**src/verilog/regfile_pkg.sv**
```systemverilog
package regfile_pkg;

    //------------------------------------------------------------------------
    // register file geometry
    //------------------------------------------------------------------------

    // width of one architectural register
    localparam int XLEN = 32;

    // x0..x31, x0 is hardwired to zero
    localparam int REG_COUNT = 32;

    // bits needed to name one register
    localparam int REG_IDX_W = 5;

    // index of the zero register, also "no write" on a write-back port
    localparam int ZERO_REG = 0;

    //------------------------------------------------------------------------
    // debug address layout
    //------------------------------------------------------------------------

    // word addressed APB window, one word per register
    localparam int DBG_ADDR_W = 7;

    // lowest address bit of the register index
    // bits below it are byte offset and must be zero
    localparam int DBG_IDX_LSB = 2;

    //------------------------------------------------------------------------
    // vector types
    //------------------------------------------------------------------------

    typedef logic [REG_IDX_W-1:0]  reg_idx_t;
    typedef logic [XLEN-1:0]       reg_data_t;
    typedef logic [DBG_ADDR_W-1:0] dbg_addr_t;

endpackage

```
**src/verilog/regfile_debug_apb.sv**
```systemverilog
`timescale 1ns/100ps

module regfile_debug_apb
    import regfile_pkg::*;
(
    input  logic      clk,
    input  logic      rst_n,

    // APB3 slave
    input  logic      psel_i,
    input  logic      penable_i,
    input  logic      pwrite_i,
    input  dbg_addr_t paddr_i,
    input  reg_data_t pwdata_i,
    output reg_data_t prdata_o,
    output logic      pready_o,
    output logic      pslverr_o,

    // core write-back indices, for conflict detection only
    input  reg_idx_t  wb0_idx_i,
    input  reg_idx_t  wb1_idx_i,

    // storage side
    input  reg_data_t dbg_rdata_i,
    output logic      dbg_we_o,
    output reg_idx_t  dbg_widx_o,
    output reg_data_t dbg_wdata_o,
    output reg_idx_t  dbg_ridx_o
);

    //------------------------------------------------------------------------
    // address decode
    //------------------------------------------------------------------------

    reg_idx_t  reg_idx;
    logic      misaligned;
    logic      setup_phase;
    logic      access_phase;
    logic      core_conflict;
    reg_data_t rdata_q;

    assign reg_idx    = paddr_i[DBG_ADDR_W-1:DBG_IDX_LSB];
    assign misaligned = |paddr_i[DBG_IDX_LSB-1:0];

    assign setup_phase  = psel_i && !penable_i;
    assign access_phase = psel_i && penable_i;

    // a zero index on a write-back port is no write, so never a conflict
    assign core_conflict =
        ((wb0_idx_i != reg_idx_t'(ZERO_REG)) && (wb0_idx_i == reg_idx)) ||
        ((wb1_idx_i != reg_idx_t'(ZERO_REG)) && (wb1_idx_i == reg_idx));

    //------------------------------------------------------------------------
    // handshake
    //------------------------------------------------------------------------

    // writes wait while a core port targets the same register
    // reads and bad addresses finish in the first access cycle
    assign pready_o  = access_phase && (misaligned || !pwrite_i || !core_conflict);
    assign pslverr_o = access_phase && misaligned;

    // x0 writes complete on the bus but touch nothing
    assign dbg_we_o = access_phase && pwrite_i && !misaligned && !core_conflict &&
                      (reg_idx != reg_idx_t'(ZERO_REG));

    assign dbg_widx_o  = reg_idx;
    assign dbg_wdata_o = pwdata_i;
    assign dbg_ridx_o  = reg_idx;

    //------------------------------------------------------------------------
    // read data stage
    //------------------------------------------------------------------------

    // loads at the end of setup, presented while pready is high
    always_ff @(posedge clk or negedge rst_n) begin
        if (!rst_n) begin
            rdata_q <= '0;
        end else if (setup_phase && !pwrite_i) begin
            rdata_q <= dbg_rdata_i;
        end
    end

    assign prdata_o = rdata_q;

    //------------------------------------------------------------------------
    // assertions
    //------------------------------------------------------------------------

    // master keeps the transfer unchanged across stalled access cycles
    a_apb_stable_in_wait : assert property (
        @(posedge clk) disable iff (!rst_n)
        (access_phase && !pready_o) |=>
            (psel_i && penable_i && $stable(pwrite_i) &&
             $stable(paddr_i) && $stable(pwdata_i))
    ) else $error("APB inputs changed during a stalled access cycle");

endmodule

```
**config.mk**
```make
export PLATFORM = sky130hd
export DESIGN_NAME = regfile_debug_apb
export DESIGN_NICKNAME = d
export VERILOG_FILES = /design/src/verilog/regfile_pkg.sv /design/src/verilog/regfile_debug_apb.sv
export SDC_FILE = /design/constraint.sdc
export NUM_CORES = 1
export LEC_CHECK = 0
export BUFFER_PORTS_ARGS = -buffer_cell sky130_fd_sc_hd__buf_2
export CORE_MARGIN = 1
export CORE_UTILIZATION = 36
export DETAILED_ROUTE_END_ITERATION = 10
export PLACE_DENSITY = 0.88
export SLEW_MARGIN = 30
export SYNTH_ARGS = -nofsm -noshare
export SYNTH_HDL_FRONTEND = slang
export SYNTH_SLANG_ARGS = --single-unit
```
**constraint.sdc**
```tcl
create_clock -name clk -period 1.14 [get_ports clk]
set_input_delay 0 -clock clk [delete_from_list [all_inputs] [get_ports clk]]
set_output_delay 0 -clock clk [all_outputs]
set_load 0.02 [all_outputs]
```
======== Word level (Yosys, flattened, before mapping) ========
Index checks and enable logic that the tools add are counted.
word-level totals
  register bits ........................... 32
  logic and storage cells ................. 25
  output and inout bits ................... 77
  bits of input ports ..................... 86
cells by class
  reductions and logical operators ........ 22
  eq/ne operators ......................... 2
operator list
  operator           count
  $reduce_bool 5->1  3
  $logic_and 1x1->1  11
  $eq 5x5->1         2
  $logic_not 1->1    4
  $logic_or 1x1->1   3
  $reduce_or 2->1    1

======== Longest topological paths before layout ========
  depth in word-level cells ............... 6
  depth in mapped cells ................... 4
  gate-level depth less buffers ........... 4

======== Least setup slack after synthesis ========
Ideal clock, no wire load.
  kind .................................... input to output
  start point ............................. input port wb0_idx_i[0]
  end point ............................... output port dbg_we_o
  data required time ...................... 1.140 ns
  cell stages on the path ................. 4
  path slack .............................. -0.169 ns
  arrival ................................. 1.309 ns
  path buffers ............................ 0
  path through ............................ or4_1 a21oi_1 o22ai_1 a2111oi_2
on the way
  longest elaborated chain between the ends .. 6
  elaborated cells on any way between the ends .. 7
  classes of those cells .................. eq/ne (1); reduce/logical (6)
RTL lines
  what                                                    line                     text
  start, declared                                         regfile_debug_apb.sv:20  input reg_idx_t wb0_idx_i,
  $eq 5x5->1 / $reduce_bool 5->1 (equally long branches)  regfile_debug_apb.sv:50  ((wb0_idx_i != reg_idx_t'(ZERO_REG)) && (wb0_idx_i == reg_idx)) ||
  $logic_and 1x1->1 *                                     regfile_debug_apb.sv:50
  $logic_or 1x1->1 *                                      regfile_debug_apb.sv:50
  $logic_not 1->1 *                                       regfile_debug_apb.sv:63  assign dbg_we_o = access_phase && pwrite_i && !misaligned && !core_conflict &&
  $logic_and 1x1->1 * (2 in series)                       regfile_debug_apb.sv:63
  end, declared                                           regfile_debug_apb.sv:25  output logic dbg_we_o,
Mark *: on every way between the ends. The rest lies on a longest branch, timed or not.

======== Final worst setup path ========
  start point ............................. input port wb1_idx_i[0]
  end point ............................... output port dbg_we_o
on the way
  longest elaborated chain between the ends .. 6
  elaborated cells on any way between the ends .. 7
  classes of those cells .................. eq/ne (1); reduce/logical (6)
RTL lines
  what                                                    line                     text
  start, declared                                         regfile_debug_apb.sv:21  input reg_idx_t wb1_idx_i,
  $eq 5x5->1 / $reduce_bool 5->1 (equally long branches)  regfile_debug_apb.sv:51  ((wb1_idx_i != reg_idx_t'(ZERO_REG)) && (wb1_idx_i == reg_idx));
  $logic_and 1x1->1 *                                     regfile_debug_apb.sv:51
  $logic_or 1x1->1 *                                      regfile_debug_apb.sv:50
  $logic_not 1->1 *                                       regfile_debug_apb.sv:63
  $logic_and 1x1->1 * (2 in series)                       regfile_debug_apb.sv:63
Marked as above.

==> impl_results.md <==
* Sequential-to-total area share from yosys stat at 0.474
* Most used routing layer: met2
* Max reg flops at 32
* Share of cells above drive strength 1 at 0.612
* Worst hold path stage count at 0
* Pwr/cell area at 1390 nW/um^2
* R2R cell count at 1
* Setup TNS at -0.221 ns
* Slew HR at 0.744
* Min-delay src: pwdata_i[0]
* RSZ-0062 raised after global routing: true
* Post-Syn Nets at 223
* Place WS at -0.325 ns
* Setup Viol. Count Final at 2
* Syn. warnings at 0
* Cells after Synth at 137
* Root buf cell: clkbuf_8
* Global-route wire length before repair at 7.18 mm
* M2 GR Usage at 0.360
* Placed cell count at 252
* Worst r2r dst: prdata_o[13]
* CTS Sinks at 32
* Filler cell count at 376
* Post-DRT Antenna Nets at 0
* Syn Area/Cell at 12.3 sq um
* Main synth FF type: dfrtp_1
* Fraction of registers with async set/reset at 1.00
* Max cap viols at 0
* H-tree levels at 2
* TritonCTS clock tree: built
* Tot GR Track Use at 0.191
* Worst Setup End Kind: output pin
* Cell taking the most area after synthesis: dfrtp_1
* Worst Slack Setup Final at -0.130 ns
* Post-route DRC violation count at 26
* Final hold viol count at 0
* Arr. time, crit path at 1.27 ns
* Vias in the first global route at 1507
* Final period util at 1.11
* Switch share at 0.320
* Initial Utilization at 0.380
* ANT cells at 0
* R2R Setup Slk at 0.34 ns
* Nets@finish at 327
* Worst EP required at 1.14 ns
* Max Freq at 787 MHz
* VDD IR max at 1.02 mV
* Worst setup SP type: input pin
* DR iter-0 viols at 42
* Critical Path Fanout Max at 2
* Row cnt at 24
* IO Count at 163
* Fin Hold WS at 0.00000661 ns
* Number of flops mapped to enable cells by yosys at 0
* Largest net degree at the start of global routing at 33
* WS Path Type: input pin to output pin
* Later-pin clock latency in the skew report at 0.28 ns
* Via-per-instance ratio at 4.72
* Synth cell count leaders: 42 x buf_4, 32 x dfrtp_1, 25 x mux2_2
* Met3 Track Usage GR at 0.0664
* Number of port buffers at 98
* Die area at 4970 sq um
* Worst R2R Start: prdata_o[13]
* Final HPWL DP at 3.02 mm
* Int Power at 2.37 mW
* Combinational share of power at 0.326
* Area of the core at 4440 sq um
* Clock Skew at 0 ns
* Clock share of power at 0.254
* CTS Buffer Depth at 2
* Met1 Use GR at 0.191
* Failing checks: DRC, setup timing
* Leak at 1.20 nW
* Status: finished, violations left
* Worst hold path type: input pin to output pin
* P_sw at 1.12 mW
* Synth Register Bits at 32
* Top-count cell post-synth: buf_4
* Placer Congestion at 0.690
* Hold EP: dbg_wdata_o[0]
* GR Overflow Total at 0
* Multi-input logic area at 621 sq um
* Synth area leaders: dfrtp_1 47%, buf_4 19%, mux2_2 17%
* Synth Cell Area at 1690 sq um
* Initial antenna violation count at 0
* Register share of total power at 0.420
* Die width at 70.5 um
* CTS Buf Count at 5
* Max-slew violations at 0
* Drt pass-1 iters at 7
* Vias at 1389
* Yosys top cell area share at 0.474
* Finished Layout Cells at 294
* Height of the die at 70.5 um
* Routed length per instance at 15.6 um
* Unique masters post-synth at 19
* Seq. cell area at 801 sq um
* Worst Tran Pin Value at 0.385 ns
* Total Wirelength at 4.60 mm
* Final worst path period need at 1.27 ns
* P&R area growth vs syn at 48.5%
[worst max-delay path by stage]
stage	startpoint	to	slack [ns]	cells past startpoint
finish	wb1_idx_i[0]	dbg_we_o	-0.13	6
global placement	wb0_idx_i[0]	dbg_we_o	-0.32	6
CTS	wb0_idx_i[3]	dbg_we_o	-0.15	6
global route	wb1_idx_i[0]	dbg_we_o	-0.20	6
floorplan	wb0_idx_i[0]	dbg_we_o	-0.06	4
detailed placement	wb0_idx_i[0]	dbg_we_o	-0.32	6
[cells in the final DEF (no fill, tap or decap)]
master,n
buf_4,12
o22ai_4,1
buf_6,2
dlygate4sd3_1,33
buf_2,94
or4_4,2
nand4_1,2
clkbuf_1,2
and2_1,2
xnor2_1,8
nor2_1,5
mux2_2,25
a31oi_2,1
nor3_1,1
nor3b_4,1
nand2_1,2
buf_12,1
clkbuf_8,6
mux2_1,7
a2111oi_4,1
dfrtp_1,32
a21oi_4,2
[worst max-delay path, stage by stage]
cell       delay (ns)
buf_6            0.09
or4_4            0.54
a21oi_4          0.16
o22ai_4          0.10
a2111oi_4        0.18
buf_4            0.19
[logic make-up (layout without fill, tap and decap cells)]
family / count (synthesis) / in the layout / synth area share
buf+inv: 45 / 150 / 0.195
mux: 32 / 32 / 0.213
flops: 32 / 32 / 0.474
simple gates: 15 / 15 / 0.0518
xor+xnor: 8 / 8 / 0.0415
compound gates: 5 / 5 / 0.0244
[area by class of cell]
type,count,area share
clock buffers,8,0.0359
multi-input cells,60,0.247
flip-flops and latches,32,0.319
well taps,52,0.0259
repair buffers,142,0.372
[stage by stage]
stage	cell area, sq um	util	total power [mW]
final	2510	0.565	3.49
after global routing	2510	0.565	3.65
after CTS	2510	0.565	3.49
after detailed placement	2030	0.456	2.49
after global placement	2030	0.456	2.45
after floorplan	1710	-	2.22
[metal layers]
metal | part of all wire | vias to the layer above
met5 | 0 | -
met4 | 0.018 | 0
met3 | 0.11 | 8
met2 | 0.54 | 103
met1 | 0.33 | 650
li1 | - | 628
[power groups by stage]
stage               combinational (mW)  sequential (mW)  clock (mW)
floorplan                        0.477             1.74           0
global placement                 0.990             1.46           0
detailed placement                1.02             1.47           0
CTS                               1.13             1.46       0.902
global route                      1.21             1.49       0.945
finish                            1.14             1.47       0.885
[repair_timing]
| item | in CTS | in global routing |
|---|---|---|
| cloned | 0 | 0 |
| pin swaps | 5 | 2 |
| setup endpoints to repair | 2 | 2 |
| gates resized for setup | 10 | 0 |
| endpoints found under the hold margin | 64 | 0 |
| setup buffers | 1 | 0 |
| hold buffers | 33 | 0 |
(Power assumes the default switching activity.)
